[src/logic/kiwi_pkg.sv]
/*
 * shared definitions for the receive front end
 * widths, fifo sizing, apb request/response structs,
 * register map, ctrl bit positions, id/version constants
 */

`default_nettype none

package kiwi_pkg;

    //////////////////////////////////////////////////////////////////////
    // sizing
    //////////////////////////////////////////////////////////////////////

    localparam int adc_bits   = 14;                 // adc sample width
    localparam int fifo_depth = 8;                  // sample fifo entries
    localparam int fifo_aw    = $clog2(fifo_depth); // 3

    // one adc sample plus its overflow flag, 15 bits
    typedef struct packed {
        logic signed [adc_bits-1:0] data;
        logic                       ovfl;
    } adc_sample_t;

    //////////////////////////////////////////////////////////////////////
    // host bus
    //////////////////////////////////////////////////////////////////////

    typedef struct packed {
        logic        psel;
        logic        penable;
        logic        pwrite;
        logic [7:0]  paddr;
        logic [15:0] pwdata;
    } apb_req_t;

    typedef struct packed {
        logic [15:0] prdata;
        logic        pready;
        logic        pslverr;
    } apb_rsp_t;

    // register map
    localparam logic [7:0] reg_ctrl   = 8'h00; // r/w
    localparam logic [7:0] reg_status = 8'h04; // r, w1 on bit 15 clears ovfl
    localparam logic [7:0] reg_sample = 8'h08; // r, pops fifo
    localparam logic [7:0] reg_cnt_lo = 8'h0c; // r, latches high half
    localparam logic [7:0] reg_cnt_hi = 8'h10; // r, latched value

    // ctrl bits routed to pins, rest is plain storage
    localparam int ctrl_osc_en    = 0;
    localparam int ctrl_sten      = 1;
    localparam int ctrl_eeprom_wp = 2;
    localparam int ctrl_cmd_ready = 3;

    localparam logic [3:0] fpga_id  = 4'h1;
    localparam logic [3:0] fpga_ver = 4'h2;

endpackage

`default_nettype wire

[src/logic/adc_capture.sv]
/*
 * adc capture stage (producer)
 * pin register, push valid, 32-bit sample counter, drop flag
 */

`timescale 1ns/1ps
`default_nettype none

module adc_capture (
    input  logic                          cpu_clk,
    input  logic                          rx_orst,
    input  logic signed [kiwi_pkg::adc_bits-1:0] adc_data,
    input  logic                          adc_ovfl,
    input  logic                          osc_en,
    input  logic                          full,
    output logic                          push_valid,
    output logic                          drop,
    output kiwi_pkg::adc_sample_t         push_data,
    output logic [31:0]                   adc_count
);

    logic take_q; // sample in push_data was taken with osc on

    //////////////////////////////////////////////////////////////////////
    // pin register
    //////////////////////////////////////////////////////////////////////

    // pins into the sample struct every cycle
    always_ff @(posedge cpu_clk)
    begin
        push_data.data <= adc_data;
        push_data.ovfl <= adc_ovfl;
    end

    // qualifier follows the oscillator enable by one edge
    always_ff @(posedge cpu_clk)
    begin
        if (rx_orst)
            take_q <= 1'b0;
        else
            take_q <= osc_en;
    end

    assign push_valid = take_q;

    //////////////////////////////////////////////////////////////////////
    // sample counter
    //////////////////////////////////////////////////////////////////////

    // counts every enabled sample, dropped ones too
    always_ff @(posedge cpu_clk)
    begin
        if (rx_orst)
            adc_count <= 32'd0;
        else if (take_q)
            adc_count <= adc_count + 32'd1;
    end

    // fifo full at push time, sample lost
    assign drop = take_q & full;

endmodule

`default_nettype wire

[src/logic/sample_fifo.sv]
/*
 * first-word-fall-through sample fifo (buffer)
 * circular store, rd/wr pointers, entry count and level
 */

`timescale 1ns/1ps
`default_nettype none

module sample_fifo (
    input  logic                  cpu_clk,
    input  logic                  rx_orst,
    input  logic                  push,
    input  kiwi_pkg::adc_sample_t push_data,
    input  logic                  pop,
    output kiwi_pkg::adc_sample_t head,
    output logic                  empty,
    output logic                  full,
    output logic [3:0]            level
);

    kiwi_pkg::adc_sample_t             mem [kiwi_pkg::fifo_depth]; // sample store
    logic [kiwi_pkg::fifo_aw-1:0]      wr_ptr;
    logic [kiwi_pkg::fifo_aw-1:0]      rd_ptr;
    logic [kiwi_pkg::fifo_aw:0]        count;  // 0..depth
    logic                              do_push;
    logic                              do_pop;

    // illegal ops just fall away
    assign do_push = push & ~full;
    assign do_pop  = pop & ~empty;

    //////////////////////////////////////////////////////////////////////
    // storage
    //////////////////////////////////////////////////////////////////////

    always_ff @(posedge cpu_clk)
    begin
        if (do_push)
            mem[wr_ptr] <= push_data;
    end

    assign head = mem[rd_ptr]; // oldest entry, no pop needed

    //////////////////////////////////////////////////////////////////////
    // pointers and count
    //////////////////////////////////////////////////////////////////////

    always_ff @(posedge cpu_clk)
    begin
        if (rx_orst)
        begin
            wr_ptr <= '0;
            rd_ptr <= '0;
            count  <= '0;
        end
        else
        begin
            if (do_push)
                wr_ptr <= wr_ptr + 1'b1; // power of two depth, wraps
            if (do_pop)
                rd_ptr <= rd_ptr + 1'b1;
            case ({do_push, do_pop})
                2'b10:   count <= count + 1'b1;
                2'b01:   count <= count - 1'b1;
                default: count <= count;    // none, or push and pop together
            endcase
        end
    end

    assign empty = (count == '0);
    assign full  = (count == (kiwi_pkg::fifo_aw + 1)'(kiwi_pkg::fifo_depth));
    assign level = count;

endmodule

`default_nettype wire

[src/logic/host_regs.sv]
/*
 * host register block (consumer), apb slave
 * ctrl register, status word with sticky overflow,
 * fifo head pop, split counter read, error response
 */

`timescale 1ns/1ps
`default_nettype none

module host_regs (
    input  logic                  cpu_clk,
    input  logic                  rx_orst,
    input  kiwi_pkg::apb_req_t    apb_req,
    input  kiwi_pkg::adc_sample_t head,
    input  logic                  empty,
    input  logic [3:0]            level,
    input  logic                  drop,
    input  logic [31:0]           adc_count,
    output kiwi_pkg::apb_rsp_t    apb_rsp,
    output logic [15:0]           ctrl,
    output logic                  pop
);

    logic        access;      // apb access phase
    logic        rd;
    logic        wr;
    logic        hit_ctrl;
    logic        hit_status;
    logic        hit_sample;
    logic        hit_lo;
    logic        hit_hi;
    logic        addr_ok;
    logic        ro_write;
    logic        ovfl_clr;
    logic        ovfl_q;      // sticky rx overflow
    logic [15:0] cnt_hi_q;    // upper counter half, latched on lo read
    logic [15:0] status;
    logic [15:0] rdata;

    //////////////////////////////////////////////////////////////////////
    // decode
    //////////////////////////////////////////////////////////////////////

    assign access = apb_req.psel & apb_req.penable;
    assign rd     = access & ~apb_req.pwrite;
    assign wr     = access & apb_req.pwrite;

    assign hit_ctrl   = (apb_req.paddr == kiwi_pkg::reg_ctrl);
    assign hit_status = (apb_req.paddr == kiwi_pkg::reg_status);
    assign hit_sample = (apb_req.paddr == kiwi_pkg::reg_sample);
    assign hit_lo     = (apb_req.paddr == kiwi_pkg::reg_cnt_lo);
    assign hit_hi     = (apb_req.paddr == kiwi_pkg::reg_cnt_hi);

    assign addr_ok  = hit_ctrl | hit_status | hit_sample | hit_lo | hit_hi;
    assign ro_write = apb_req.pwrite & (hit_sample | hit_lo | hit_hi);

    assign ovfl_clr = wr & hit_status & apb_req.pwdata[15];
    assign pop      = rd & hit_sample & ~empty; // empty read pops nothing

    // ovfl, pad, version, level, id
    assign status = {ovfl_q, 3'b000, kiwi_pkg::fpga_ver, level, kiwi_pkg::fpga_id};

    //////////////////////////////////////////////////////////////////////
    // registers
    //////////////////////////////////////////////////////////////////////

    always_ff @(posedge cpu_clk)
    begin
        if (rx_orst)
        begin
            ctrl     <= 16'h0000;
            ovfl_q   <= 1'b0;
            cnt_hi_q <= 16'h0000;
        end
        else
        begin
            if (wr & hit_ctrl)
                ctrl <= apb_req.pwdata;
            ovfl_q <= (ovfl_q & ~ovfl_clr) | drop;  // new drop beats the clear
            if (rd & hit_lo)
                cnt_hi_q <= adc_count[31:16];       // keeps the pair coherent
        end
    end

    //////////////////////////////////////////////////////////////////////
    // read mux and response
    //////////////////////////////////////////////////////////////////////

    always_comb
    begin
        rdata = 16'h0000;
        if (hit_ctrl)
            rdata = ctrl;
        else if (hit_status)
            rdata = status;
        else if (hit_sample && !empty)
            rdata = {head.ovfl, 1'b0, head.data}; // ovfl in bit 15
        else if (hit_lo)
            rdata = adc_count[15:0];
        else if (hit_hi)
            rdata = cnt_hi_q;
    end

    always_comb
    begin
        apb_rsp.prdata  = rd ? rdata : 16'h0000;
        apb_rsp.pready  = 1'b1;                          // no wait states
        apb_rsp.pslverr = access & (~addr_ok | ro_write);
    end

endmodule

`default_nettype wire

[src/logic/rx_frontend.sv]
/*
 * receive front end top level
 * capture -> sample fifo -> host registers, ctrl pin mapping
 */

`timescale 1ns/1ps
`default_nettype none

module rx_frontend (
    input  logic                                 cpu_clk,
    input  logic                                 rx_orst,
    input  kiwi_pkg::apb_req_t                   apb_req,
    input  logic signed [kiwi_pkg::adc_bits-1:0] adc_data,
    input  logic                                 adc_ovfl,
    output kiwi_pkg::apb_rsp_t                   apb_rsp,
    output logic                                 adc_clken,
    output logic                                 adc_stenl,
    output logic                                 ewp,
    output logic                                 cmd_ready
);

    logic                  push_valid;
    logic                  drop;
    kiwi_pkg::adc_sample_t push_data;
    logic [31:0]           adc_count;
    kiwi_pkg::adc_sample_t head;
    logic                  empty;
    logic                  full;
    logic [3:0]            level;
    logic                  pop;
    logic [15:0]           ctrl;

    //////////////////////////////////////////////////////////////////////
    // datapath
    //////////////////////////////////////////////////////////////////////

    adc_capture adc_capture_inst (
        .cpu_clk    (cpu_clk),
        .rx_orst    (rx_orst),
        .adc_data   (adc_data),
        .adc_ovfl   (adc_ovfl),
        .osc_en     (ctrl[kiwi_pkg::ctrl_osc_en]),
        .full       (full),
        .push_valid (push_valid),
        .drop       (drop),
        .push_data  (push_data),
        .adc_count  (adc_count)
    );

    sample_fifo sample_fifo_inst (
        .cpu_clk   (cpu_clk),
        .rx_orst   (rx_orst),
        .push      (push_valid),  // fifo ignores it when full
        .push_data (push_data),
        .pop       (pop),
        .head      (head),
        .empty     (empty),
        .full      (full),
        .level     (level)
    );

    host_regs host_regs_inst (
        .cpu_clk   (cpu_clk),
        .rx_orst   (rx_orst),
        .apb_req   (apb_req),
        .head      (head),
        .empty     (empty),
        .level     (level),
        .drop      (drop),
        .adc_count (adc_count),
        .apb_rsp   (apb_rsp),
        .ctrl      (ctrl),
        .pop       (pop)
    );

    // control pins straight from ctrl
    assign adc_clken = ctrl[kiwi_pkg::ctrl_osc_en];
    assign adc_stenl = ~ctrl[kiwi_pkg::ctrl_sten];  // self-test, active low
    assign ewp       = ctrl[kiwi_pkg::ctrl_eeprom_wp];
    assign cmd_ready = ctrl[kiwi_pkg::ctrl_cmd_ready];

endmodule

`default_nettype wire

[config.mk]
export PLATFORM = sky130hd
export DESIGN_NAME = rx_frontend
export DESIGN_NICKNAME = d
export VERILOG_FILES = /design/src/logic/kiwi_pkg.sv /design/src/logic/adc_capture.sv /design/src/logic/sample_fifo.sv /design/src/logic/host_regs.sv /design/src/logic/rx_frontend.sv
export SDC_FILE = /design/constraint.sdc
export NUM_CORES = 1
export LEC_CHECK = 0
export BUFFER_PORTS_ARGS = -buffer_cell sky130_fd_sc_hd__buf_2
export CELL_PAD_IN_SITES_DETAIL_PLACEMENT = 0
export CELL_PAD_IN_SITES_GLOBAL_PLACEMENT = 2
export CORE_MARGIN = 2
export CORE_UTILIZATION = 42
export CTS_BUF_LIST = sky130_fd_sc_hd__clkbuf_16
export DETAILED_ROUTE_END_ITERATION = 8
export PLACE_DENSITY = 0.91
export SYNTH_ARGS = -nofsm -noshare
export SYNTH_HDL_FRONTEND = slang
export SYNTH_HIERARCHICAL = 1
export SYNTH_SLANG_ARGS = --single-unit
[constraint.sdc]
create_clock -name cpu_clk -period 3.4 [get_ports cpu_clk]
set_clock_uncertainty 0.2 [all_clocks]
set_input_delay 0.51 -clock cpu_clk [delete_from_list [all_inputs] [get_ports cpu_clk]]
set_output_delay 0.51 -clock cpu_clk [all_outputs]
set_load 0.1 [all_outputs]
==> metrics.md, run 1 <==
| Metric | Value |
|---|---|
| Status | `completed` |
| Unrepaired setup endpoints after global routing | `true` |
| Worst slew margin | `35.8%` |
| Core area | `20,900 um2` |
| Die W | `150 um` |
| Clk pwr share | `42.7%` |
| WS Path Type | `reg -> out` |
| Setup slack after layout | `0.174 ps` |
| Seq/Total Area, Yosys | `61.6%` |
| EDFF count, synth | `120` |
| Number of max-cap violations | `0` |
| Vias in the first global route | `5,926` |
| CTS Buf Count | `21` |
| First-pass GRT wire length | `32,600 um` |
| Routed wire length per instance | `19.5 um` |
| Final core utilization | `52.3%` |
| Iteration-0 DRC Markers | `441` |
| Syn_nets | `753` |
| CP Data Required Time | `2690 ps` |
| Fin crit share | `100%` |
| Site Rows | `53` |
| Detailed placement HPWL | `13,800 um` |
| Slew @ Worst Pin | `962 ps` |
| Total track usage | `18.8%` |
| Min Tclk post-route | `3400 ps` |
| CTS max path bufs | `3` |
| TritonCTS clock tree | `built` |
| Maximum net fanout on the critical path | `6` |
| YS warnings | `6` |
| Vias post-DR | `5,996` |
| Reg clk slew, reported paths | `70 ps` |
| Yosys cell types | `55` |
| Pre-antenna DRT Iters | `5` |
| # H-tree levels | `1` |
| CTS Root Cell | `clkbuf_16` |
| Net Sw Frac | `21.1%` |
| Largest cells by area after synthesis | `edfxtp_1 40%, dfxtp_1 21%, mux4_2 7.6%, nand2_1 4.0%, a21oi_1 3.3%` |
| Final setup violation count | `0` |
| Async SR Flop Fraction | `0%` |
| Main synth FF type | `edfxtp_1` |
| Most frequent cells in the layout | `120 x edfxtp_1, 95 x nand2_1, 93 x dfxtp_1` |
| Post-synthesis cell area | `8900 um2` |
| Flop pwr share | `54.9%` |
| Initial antenna violation count | `0` |
| Cells after Synth | `703` |
| NetSw | `0.00106 W` |
| Most common cell after layout, fill and taps aside | `edfxtp_1` |
| Max frequency | `0.294 GHz` |
| CTS sink count | `214` |
| Antenna-violating nets left | `0` |
| Hold crit path type | `in -> reg` |
| Leak pwr | `3.55 nW` |
| Drt via density | `5.51` |
| DRT Wirelength | `21,200 um` |
| Initial Utilization | `42.6%` |
| Largest net degree at the start of global routing | `48` |
| Leading area contributor after synthesis | `edfxtp_1` |
| DP Area | `9950 um2` |
| Clk_lat worst skew | `510 ps` |
| Data arrival, critical path | `2690 ps` |
| Height of the die | `150 um` |
| Post-synth top area share | `40.5%` |
| Die area | `22,400 um2` |
| Pre-CTS setup slack | `114 ps` |
| Peak supply drop | `0.565 mV` |
| CP Launch Type | `flop` |
| Avg Cell Area, Syn | `12.7 um2` |
| Input/output buffers | `64` |
| Comb power frac | `2.4%` |
| Gr ovfl total | `0` |
| Final hold vios | `0` |
| Drc violations | `0` |
| Fillers | `1,773` |
| Gp weighted congestion | `0.853` |
| Post-synthesis sequential element count | `214` |
| Fin area | `10,900 um2` |
| Power, Total | `0.00501 W` |
| Final number of max-transition violations | `0` |
| Layout cells sized above 1 | `26.8%` |
| Worst setup EP type | `output pin` |
| # diodes | `0` |
| Internal Power | `0.00396 W` |
| IO Count | `66` |
| Pwr Density | `459 nW/um2` |
| # nets final | `848` |
| Area grow syn2layout | `22.7%` |
==> area by class of cell <==
cell class	count	area, um2	area share [%]
tap	275	344	3.15
inverter	9	33.8	0.309
sequential	214	5490	50.3
timing repair buffer	114	1050	9.58
multi-input combinational	438	3380	30.9
clock inverter	16	78.8	0.722
clock buffer	22	551	5.04
==> path summary, 6_finish.rpt <==
| kind | to | start | depth (start not counted) | slack (ps) |
|---|---|---|---|---|
| setup / recovery | apb_rsp[10] | flop | 7 | 0.2 |
| hold / removal | host_regs_inst/ctrl[3] | apb_req[3] | 3 | 50 |
| setup reg to reg | sample_fifo_inst/level[3] | sample_fifo_inst/level[1] | 10 | 400 |
| hold reg to reg | host_regs_inst/cnt_hi_q[14] | host_regs_inst/cnt_hi_q[14] | 2 | 260 |
==> power by group through the flow <==
stage / Clock, W / Sequential [W] / Combinational (W)
after global placement: 0 / 0.00281 / 0.0000997
final: 0.00214 / 0.00275 / 0.000119
after detailed placement: 0 / 0.00281 / 0.000101
after global routing: 0.00229 / 0.00275 / 0.000126
after floorplan: 0 / 0.00280 / 0.0000533
after CTS: 0.00218 / 0.00275 / 0.000116
==> registers in the layout, indices dropped and copies added (netlist names), named ones only <==
register                     count
sample_fifo_inst/level           4
sample_fifo_inst/mem           120
host_regs_inst/cnt_hi_q         16
host_regs_inst/ovfl_q            1
sample_fifo_inst/wr_ptr          3
adc_capture_inst/push_valid      1
host_regs_inst/ctrl             16
sample_fifo_inst/rd_ptr          3
adc_capture_inst/adc_count      32
adc_capture_inst/push_data      15
==> worst max-delay path, cell delays in order, from the launching register on <==
cell,delay (ps)
dfxtp_4,420
clkbuf_16,180
mux4_2,480
mux2_2,280
a22oi_1,200
nor3_1,120
a221o_1,320
buf_12,180
==> kinds of logic (layout without fill, tap and decap cells) <==
kind of cell,after synthesis,after routing,synth area share [%]
simple gates,238,238,13.9
flops,214,214,61.6
compound gates,118,118,8.24
mux,56,56,10.8
buf+inv,51,161,2.66
xor+xnor,19,19,1.95
fa+ha+maj,6,6,0.843
other cells,1,1,0.0421
==> per-stage QoR <==
step | cells | setup TNS [ps] | hold slack, ps
finish | 1088 | 0 | 48.0
global route | 1088 | -261 | 39.7
CTS | 1083 | -217 | 28.2
detailed placement | 1030 | 0 | 245
floorplan | 703 | -95.8 | 232
global placement | 1030 | 0 | 243
==> synthesized netlist by cell type, types with 2 or more instances <==
library cell,number
nor3_1,15
nor2_1,32
a211oi_1,5
xnor2_1,9
nand2b_1,4
or4_1,10
nor4bb_1,2
nand2_1,95
nand4_1,9
and4_1,3
a22oi_1,6
xor2_1,9
a32o_1,9
buf_2,9
edfxtp_1,120
nand3_1,17
and3_1,6
mux4_2,30
clkbuf_1,24
nor4_1,12
mux2_2,18
o21ai_0,20
ha_1,6
a21oi_1,59
nand3b_1,2
or3_1,10
dfxtp_1,94
buf_6,4
o31ai_1,9
nand3_2,2
and2_1,2
nor2b_1,5
a221o_1,6
inv_1,9
mux2i_1,8
buf_1,4
==> routing by layer <==
layer / GRT usage (%) / share of wire [%]
met1: 24.9 / 44
met2: 32.6 / 49
met3: 2.84 / 4.8
met4: 4.81 / 2.2
met5: 0 / 0
==> timing repair <==
| item | CTS | global route |
|---|---|---|
| pin swaps | 1 | 3 |
| gates resized for setup | 18 | 16 |
| hold endpoints to repair | 15 | 0 |
| buffers inserted | 0 | 3 |
| gates cloned | 0 | 2 |
| endpoints found under the setup margin | 10 | 10 |
| hold buffers | 15 | 0 |
No activity file was read; power rests on OpenSTA's default activity.
==> inputs of run 2 (changes only) <==
- CORE_UTILIZATION: 42 -> 38
- PLACE_DENSITY: 0.91 -> 0.87
- clock period: 3.4 -> 2.8 ns (I/O delays scaled with it)
==> run 2 against run 1 <==
  * Sequential power up 22%
  * Core utilization decreased by 2.4 points
  * Count of clock-buffer cells in the layout unchanged
  * Routed wire length is 1.8% higher
  * Cell count rose by 8.9%
  * The flow now finishes with violations (setup timing)
  * Combinational power up 52%
  * Critical path type unchanged
  * Hold slack improved by 160 ps
  * Global-route usage fell by 1.1 points
  * First-iteration DRC count is 22% lower
  * Via count increased by 1.8%
  * Register-to-register slack got worse by 220 ps
==> metrics.md, run 2 (synthesized netlist as in run 1, its figures left out) <==
| Metric | Value |
|---|---|
| Largest registers | `sample_fifo_inst/mem (120), adc_capture_inst/adc_count (32) (unchanged)` |
| First-pass GRT wire length | `33,700 um (was 32,600 um)` |
| Fillers | `2,021 (was 1,773)` |
| Worst path max stage delay | `520 ps (was 480 ps)` |
| Vias in the first global route | `6,027 (was 5,926)` |
| Unrepaired setup endpoints after global routing | `true (unchanged)` |
| DRT Wirelength | `21,600 um (was 21,200 um)` |
| Clk_lat worst skew | `520 ps (was 510 ps)` |
| Reg clk slew, reported paths | `70 ps (about the same)` |
| Number of flip-flops in the largest register | `120 (unchanged)` |
| Worst setup EP type | `output pin (unchanged)` |
| Failing checks | `setup timing` |
| Largest net degree at the start of global routing | `34 (was 48)` |
| Multi-input gate area | `3530 um2 (was 3380 um2)` |
| Die W | `157 um (was 150 um)` |
| DP Area | `10,400 um2 (was 9950 um2)` |
| # diodes | `0 (unchanged)` |
| Fin crit share | `117%` |
| Antenna-violating nets left | `0 (unchanged)` |
| Hold crit path type | `in -> reg (unchanged)` |
| Site Rows | `56 (was 53)` |
| TritonCTS clock tree | `built (unchanged)` |
| CP Cell Sequence | `buf_12 -> mux4_2 -> mux2_4 -> o21ai_2 -> nand2_1 -> a32o_4 -> buf_12 (was clkbuf_16 -> mux4_2 -> mux2_2 -> a22oi_1 -> nor3_1 -> a221o_1 -> buf_12)` |
| Crit path max-delay family | `multiplexers (unchanged)` |
| Area grow syn2layout | `30.3% (was 22.7%)` |
| Pre-antenna DRT Iters | `5 (unchanged)` |
| Gp weighted congestion | `0.785 (was 0.853)` |
| Initial Utilization | `38.3% (was 42.6%)` |
| Input/output buffers | `64 (unchanged)` |
| CTS sink count | `214 (unchanged)` |
| Initial antenna violation count | `0 (unchanged)` |
| Status | `finished, violations left (was completed)` |
| Final hold slack | `207 ps (was 48.0 ps)` |
| Setup slack after layout | `-465 ps (was 0.174 ps)` |
| CTS Root Cell | `clkbuf_16 (unchanged)` |
| Die area | `24,700 um2 (was 22,400 um2)` |
| Data arrival, critical path | `2640 ps (was 2690 ps)` |
| Pre-CTS setup slack | `-121 ps (was 114 ps)` |
| Leak pwr | `3.87 nW (was 3.55 nW)` |
| Final hold vios | `0 (unchanged)` |
| Slew @ Worst Pin | `643 ps (was 962 ps)` |
| CP bufs+invs | `2 (unchanged)` |
| Number of max-cap violations | `0 (unchanged)` |
| Max frequency | `0.306 GHz` |
| Final setup violation count | `15 (was 0)` |
| Slowest CP cell | `mux4_2 (unchanged)` |
| Pwr Density | `537 nW/um2 (was 459 nW/um2)` |
| Reg with most FFs | `sample_fifo_inst/mem (unchanged)` |
| Min Tclk post-route | `3260 ps` |
| # nets final | `900 (was 848)` |
| Peak supply drop | `0.597 mV (was 0.565 mV)` |
| Drc violations | `0 (unchanged)` |
| WS Path Type | `reg -> out (unchanged)` |
| Crit-path most repeated cell | `buf_12` |
| Core area | `23,300 um2 (was 20,900 um2)` |
| Final number of max-transition violations | `0 (unchanged)` |
| Gr ovfl total | `0 (unchanged)` |
| Most common cell after layout, fill and taps aside | `edfxtp_1 (unchanged)` |
| Total track usage | `17.7% (was 18.8%)` |
| Height of the die | `157 um (was 150 um)` |
| Maximum net fanout on the critical path | `11 (was 6)` |
| Most frequent cells in the layout | `120 x edfxtp_1, 93 x nand2_1, 93 x dfxtp_1 (was 120 x edfxtp_1, 95 x nand2_1, 93 x dfxtp_1)` |
| Vias post-DR | `6,101 (was 5,996)` |
| Detailed placement HPWL | `14,700 um (was 13,800 um)` |
| Layout cells sized above 1 | `31.4% (was 26.8%)` |
| Fin area | `11,600 um2 (was 10,900 um2)` |
| CP Launch Type | `flop (unchanged)` |
| # H-tree levels | `1 (unchanged)` |
| Drt via density | `5.15 (was 5.51)` |
| FF/Latch Area | `5490 um2 (unchanged)` |
| CTS Buf Count | `22 (was 21)` |
| CP Data Required Time | `2180 ps (was 2690 ps)` |
| Iteration-0 DRC Markers | `342 (was 441)` |
| CTS max path bufs | `3 (unchanged)` |
| Worst slew margin | `57.2% (was 35.8%)` |
| IO Count | `66 (unchanged)` |
| Power, Total | `0.00623 W (was 0.00501 W)` |
| Routed wire length per instance | `18.3 um (was 19.5 um)` |
## run 2: stage by stage
stage	instances	util [%]	TNS [ps]
after floorplan	703	-	-1390
after global placement	1110	44.9	-774
after detailed placement	1110	44.9	-985
after CTS	1182	49.7	-6430
after global routing	1185	49.9	-7370
final	1185	49.9	-6100
## run 2: final timing paths
path	end	start	slack (ps)	cells after the start
worst max-delay path	apb_rsp[14]	flop	-460	7
worst min-delay path	sample_fifo_inst/wr_ptr[0]	rx_orst	210	2
worst max register to register	sample_fifo_inst/level[3]	sample_fifo_inst/level[1]	180	11
worst min register to register	host_regs_inst/cnt_hi_q[1]	host_regs_inst/cnt_hi_q[1]	260	2
## run 2: worst register-to-register path, delay by kind of cell, from the launching register on
family / cells / cell delay (ps)
mux: 1 / 340
compound gates: 3 / 420
flops: 1 / 310
simple gates: 4 / 760
buf+inv: 2 / 310
fa+ha+maj: 1 / 200
## run 2: area by class of cell
type / count / share of cell area, %
Clock buffer: 22 / 4.75
Timing Repair Buffer: 165 / 12.6
Clock inverter: 18 / 1.08
Sequential cell: 214 / 47.3
Multi-Input combinational cell: 438 / 30.5
Tap cell: 319 / 3.44
Inverter: 9 / 0.291
## run 2: timing repair
action | CTS | global route
buffers inserted | 1 | 3
hold buffers | 31 | 0
pin swaps | 0 | 4
endpoints found under the hold margin | 31 | 0
setup endpoints to repair | 15 | 17
gates resized for setup | 38 | 7
## run 2: metal layers
layer	vias up	wire (um)	global-route usage [%]
met1	2994	9310	23.0
met2	127	10800	30.5
met3	38	1110	3.58
met4	0	425	4.42
li1	2942	-	-
met5	-	0	0
## run 2: report_power, final
part           internal (W)  switching (W)
sequential          0.00332      0.0000226
combinational     0.0000853      0.0000955
clock               0.00153        0.00118
==> inputs of run 3 (changes only) <==
- BUFFER_PORTS_ARGS: -buffer_cell sky130_fd_sc_hd__buf_2 -> unset
- CORE_UTILIZATION: 38 -> 40
- DONT_BUFFER_PORTS: unset -> 1
==> run 3 against run 2 <==
  * The run still ends with setup timing left
  * Routed wire length down 2.3%
  * Flip-flop and latch count unchanged
  * Maximum frequency down 0.13%
  * Critical path depth unchanged
  * Combinational power down 35%
  * Critical endpoint is now apb_rsp[3]
  * Highest routed layer unchanged
==> metrics.md, run 3 (synthesized netlist as in run 1, its figures left out) <==
| Metric | Value |
|---|---|
| # diodes | `0 (unchanged)` |
| Initial Utilization | `40.8% (was 38.3%)` |
| CP Launch Type | `flop (unchanged)` |
| Largest net degree at the start of global routing | `81 (was 34)` |
| WP depth | `7 (unchanged)` |
| Fin area | `11,200 um2 (was 11,600 um2)` |
| Reg2Reg Depth | `10 (was 11)` |
| Pre-antenna DRT Iters | `5 (unchanged)` |
| Fillers | `1,852 (was 2,021)` |
| Clk_lat worst skew | `510 ps (was 520 ps)` |
| Site Rows | `54 (was 56)` |
| DP Area | `9890 um2 (was 10,400 um2)` |
| Final number of max-transition violations | `0 (unchanged)` |
| Maximum net fanout on the critical path | `7 (was 11)` |
| Area grow syn2layout | `25.4% (was 30.3%)` |
| Detailed placement HPWL | `13,800 um (was 14,700 um)` |
| Iteration-0 DRC Markers | `344 (was 342)` |
| Min Tclk post-route | `3270 ps (was 3260 ps)` |
| Pwr Density | `544 nW/um2 (was 537 nW/um2)` |
| Gp weighted congestion | `0.831 (was 0.785)` |
| FF/Latch Area | `5490 um2 (about the same)` |
| Drc violations | `0 (unchanged)` |
| Setup crit end | `apb_rsp[3] (was apb_rsp[14])` |
| Status | `finished, violations left (unchanged)` |
| Crit path max-delay family | `multiplexers (unchanged)` |
| Peak supply drop | `0.562 mV (was 0.597 mV)` |
| RR Startpoint | `sample_fifo_inst/level[1] (unchanged)` |
| Initial antenna violation count | `0 (unchanged)` |
| Reg with most FFs | `sample_fifo_inst/mem (unchanged)` |
| Input/output buffers | `0 (was 64)` |
| Height of the die | `153 um (was 157 um)` |
| CTS sink count | `214 (unchanged)` |
| Hold crit path type | `in -> reg (unchanged)` |
| Unrepaired setup endpoints after global routing | `true (unchanged)` |
| DRT Wirelength | `21,100 um (was 21,600 um)` |
| # nets final | `831 (was 900)` |
| GR Util met2 | `29.9% (was 30.5%)` |
| Clk pwr share | `43.0% (was 43.4%)` |
| Antenna-violating nets left | `0 (unchanged)` |
| CP Data Required Time | `2180 ps (about the same)` |
| Met1 usage | `23.6% (was 23.0%)` |
| GR peak layer | `met2 (unchanged)` |
| Layout cells sized above 1 | `27.2% (was 31.4%)` |
| Failing checks | `setup timing (unchanged)` |
| Die W | `153 um (was 157 um)` |
| Comb power frac | `1.9% (was 2.9%)` |
| Most common cell after layout, fill and taps aside | `edfxtp_1 (unchanged)` |
| WS Path Type | `reg -> out (unchanged)` |
| Leak pwr | `3.57 nW (was 3.87 nW)` |
| R2r setup slk | `70 ps (was 180 ps)` |
| Largest registers | `sample_fifo_inst/mem (120), adc_capture_inst/adc_count (32) (unchanged)` |
| Flop pwr share | `55.1% (was 53.7%)` |
| Number of flip-flops in the largest register | `120 (unchanged)` |
| Die area | `23,500 um2 (was 24,700 um2)` |
| Vias in the first global route | `5,905 (was 6,027)` |
| Worst setup EP type | `output pin (unchanged)` |
| Vias post-DR | `5,919 (was 6,101)` |
| Data arrival, critical path | `2650 ps (was 2640 ps)` |
| Setup slack after layout | `-469 ps (was -465 ps)` |
| CTS max path bufs | `3 (unchanged)` |
| Most frequent cells in the layout | `120 x edfxtp_1, 89 x dfxtp_1, 86 x nand2_1 (was 120 x edfxtp_1, 93 x nand2_1, 93 x dfxtp_1)` |
| Max frequency | `0.306 GHz (about the same)` |
| NetSw | `0.00127 W (was 0.00129 W)` |
| Final setup violation count | `15 (unchanged)` |
| CTS Root Cell | `clkbuf_16 (unchanged)` |
| Slew @ Worst Pin | `818 ps (was 643 ps)` |
| Multi-input gate area | `3590 um2 (was 3530 um2)` |
| Reg clk slew, reported paths | `60 ps (was 70 ps)` |
| Worst path max stage delay | `500 ps (was 520 ps)` |
| # H-tree levels | `1 (unchanged)` |
| First-pass GRT wire length | `32,800 um (was 33,700 um)` |
| Internal Power | `0.00481 W (was 0.00494 W)` |
| Number of max-cap violations | `0 (unchanged)` |
| Drt via density | `5.50 (was 5.15)` |
| Fin crit share | `117% (about the same)` |
| CP bufs+invs | `2 (unchanged)` |
| Final hold vios | `0 (unchanged)` |
| Core area | `21,800 um2 (was 23,300 um2)` |
| TritonCTS clock tree | `built (unchanged)` |
| Power, Total | `0.00608 W (was 0.00623 W)` |
| Net Sw Frac | `20.8% (about the same)` |
| Total track usage | `17.8% (was 17.7%)` |
| Routed wire length per instance | `19.6 um (was 18.3 um)` |
| Worst slew margin | `45.4% (was 57.2%)` |
| IO Count | `66 (unchanged)` |
| Gr ovfl total | `0 (unchanged)` |
| R2R Path End | `sample_fifo_inst/level[3] (unchanged)` |
| Met3 Usage GRT | `2.86% (was 3.58%)` |
| Slowest CP cell | `mux4_2 (unchanged)` |
| CP Cell Sequence | `buf_16 -> mux4_2 -> mux2_4 -> a22oi_2 -> nor3_2 -> a221o_2 -> buf_12 (was buf_12 -> mux4_2 -> mux2_4 -> o21ai_2 -> nand2_1 -> a32o_4 -> buf_12)` |
| CTS Buf Count | `22 (unchanged)` |
-- run 3: what timing repair did --
item,4_1_cts,5_1_grt
setup endpoints to repair,16,18
gates cloned,1,0
pin swaps,18,4
setup buffers,5,3
endpoints found under the hold margin,94,0
hold buffers,34,0
gates resized for setup,47,13
-- run 3: final cells by class --
cell class                 count  share of cell area (%)
multi-input combinational    438                    32.1
clock buffer                  22                    4.93
inverter                       9                   0.303
sequential                   214                    49.2
clock inverter                18                   0.818
tap                          280                    3.14
timing repair buffer          96                    9.48
-- run 3: layer usage --
| layer | share of wire, % | up-vias |
|---|---|---|
| met5 | 0 | - |
| met4 | 2.9 | 0 |
| met3 | 4.9 | 32 |
| met2 | 49 | 142 |
| met1 | 43 | 2935 |
| li1 | - | 2810 |
-- run 3: worst min path at each step --
stage / slack, ps / end / depth (start not counted) / start
finish: 70 / sample_fifo_inst/wr_ptr[2] / 2 / rx_orst
floorplan: 230 / host_regs_inst/cnt_hi_q[3] / 2 / host_regs_inst/cnt_hi_q[3]
CTS: 60 / sample_fifo_inst/level[1] / 2 / rx_orst
global placement: 240 / host_regs_inst/ctrl[15] / 2 / host_regs_inst/ctrl[15]
detailed placement: 240 / host_regs_inst/cnt_hi_q[15] / 2 / host_regs_inst/cnt_hi_q[15]
global route: 70 / sample_fifo_inst/wr_ptr[0] / 2 / rx_orst
-- run 3: worst reg2reg max path: stages (launching register included) --
cell	delay (ps)
dfxtp_2	340
nor4_2	330
or2_2	200
nor3_4	50
o41a_1	160
buf_4	170
ha_2	190
nor4bb_1	330
a21oi_1	120
a21oi_1	180
mux2_2	350
-- run 3: per-stage QoR --
step	setup slack, ps	std cells	setup TNS, ps	utilization (%)	hold WS, ps
floorplan	-200	703	-1390	-	232
global route	-544	1077	-6990	51.2	71.5
CTS	-499	1074	-6270	50.8	63.4
finish	-469	1077	-5900	51.2	71.4
global placement	11.9	994	0	45.3	237
detailed placement	-11.0	994	-11.0	45.3	239
-- run 3: power groups by stage --
stage	Sequential, W	Combinational [W]	Clock, W
2_1_floorplan	0.00341	0.0000698	0
3_3_place_gp	0.00341	0.0000563	0
3_5_place_dp	0.00342	0.0000567	0
4_1_cts	0.00335	0.000117	0.00269
5_1_grt	0.00335	0.000126	0.00281
6_report	0.00335	0.000118	0.00261
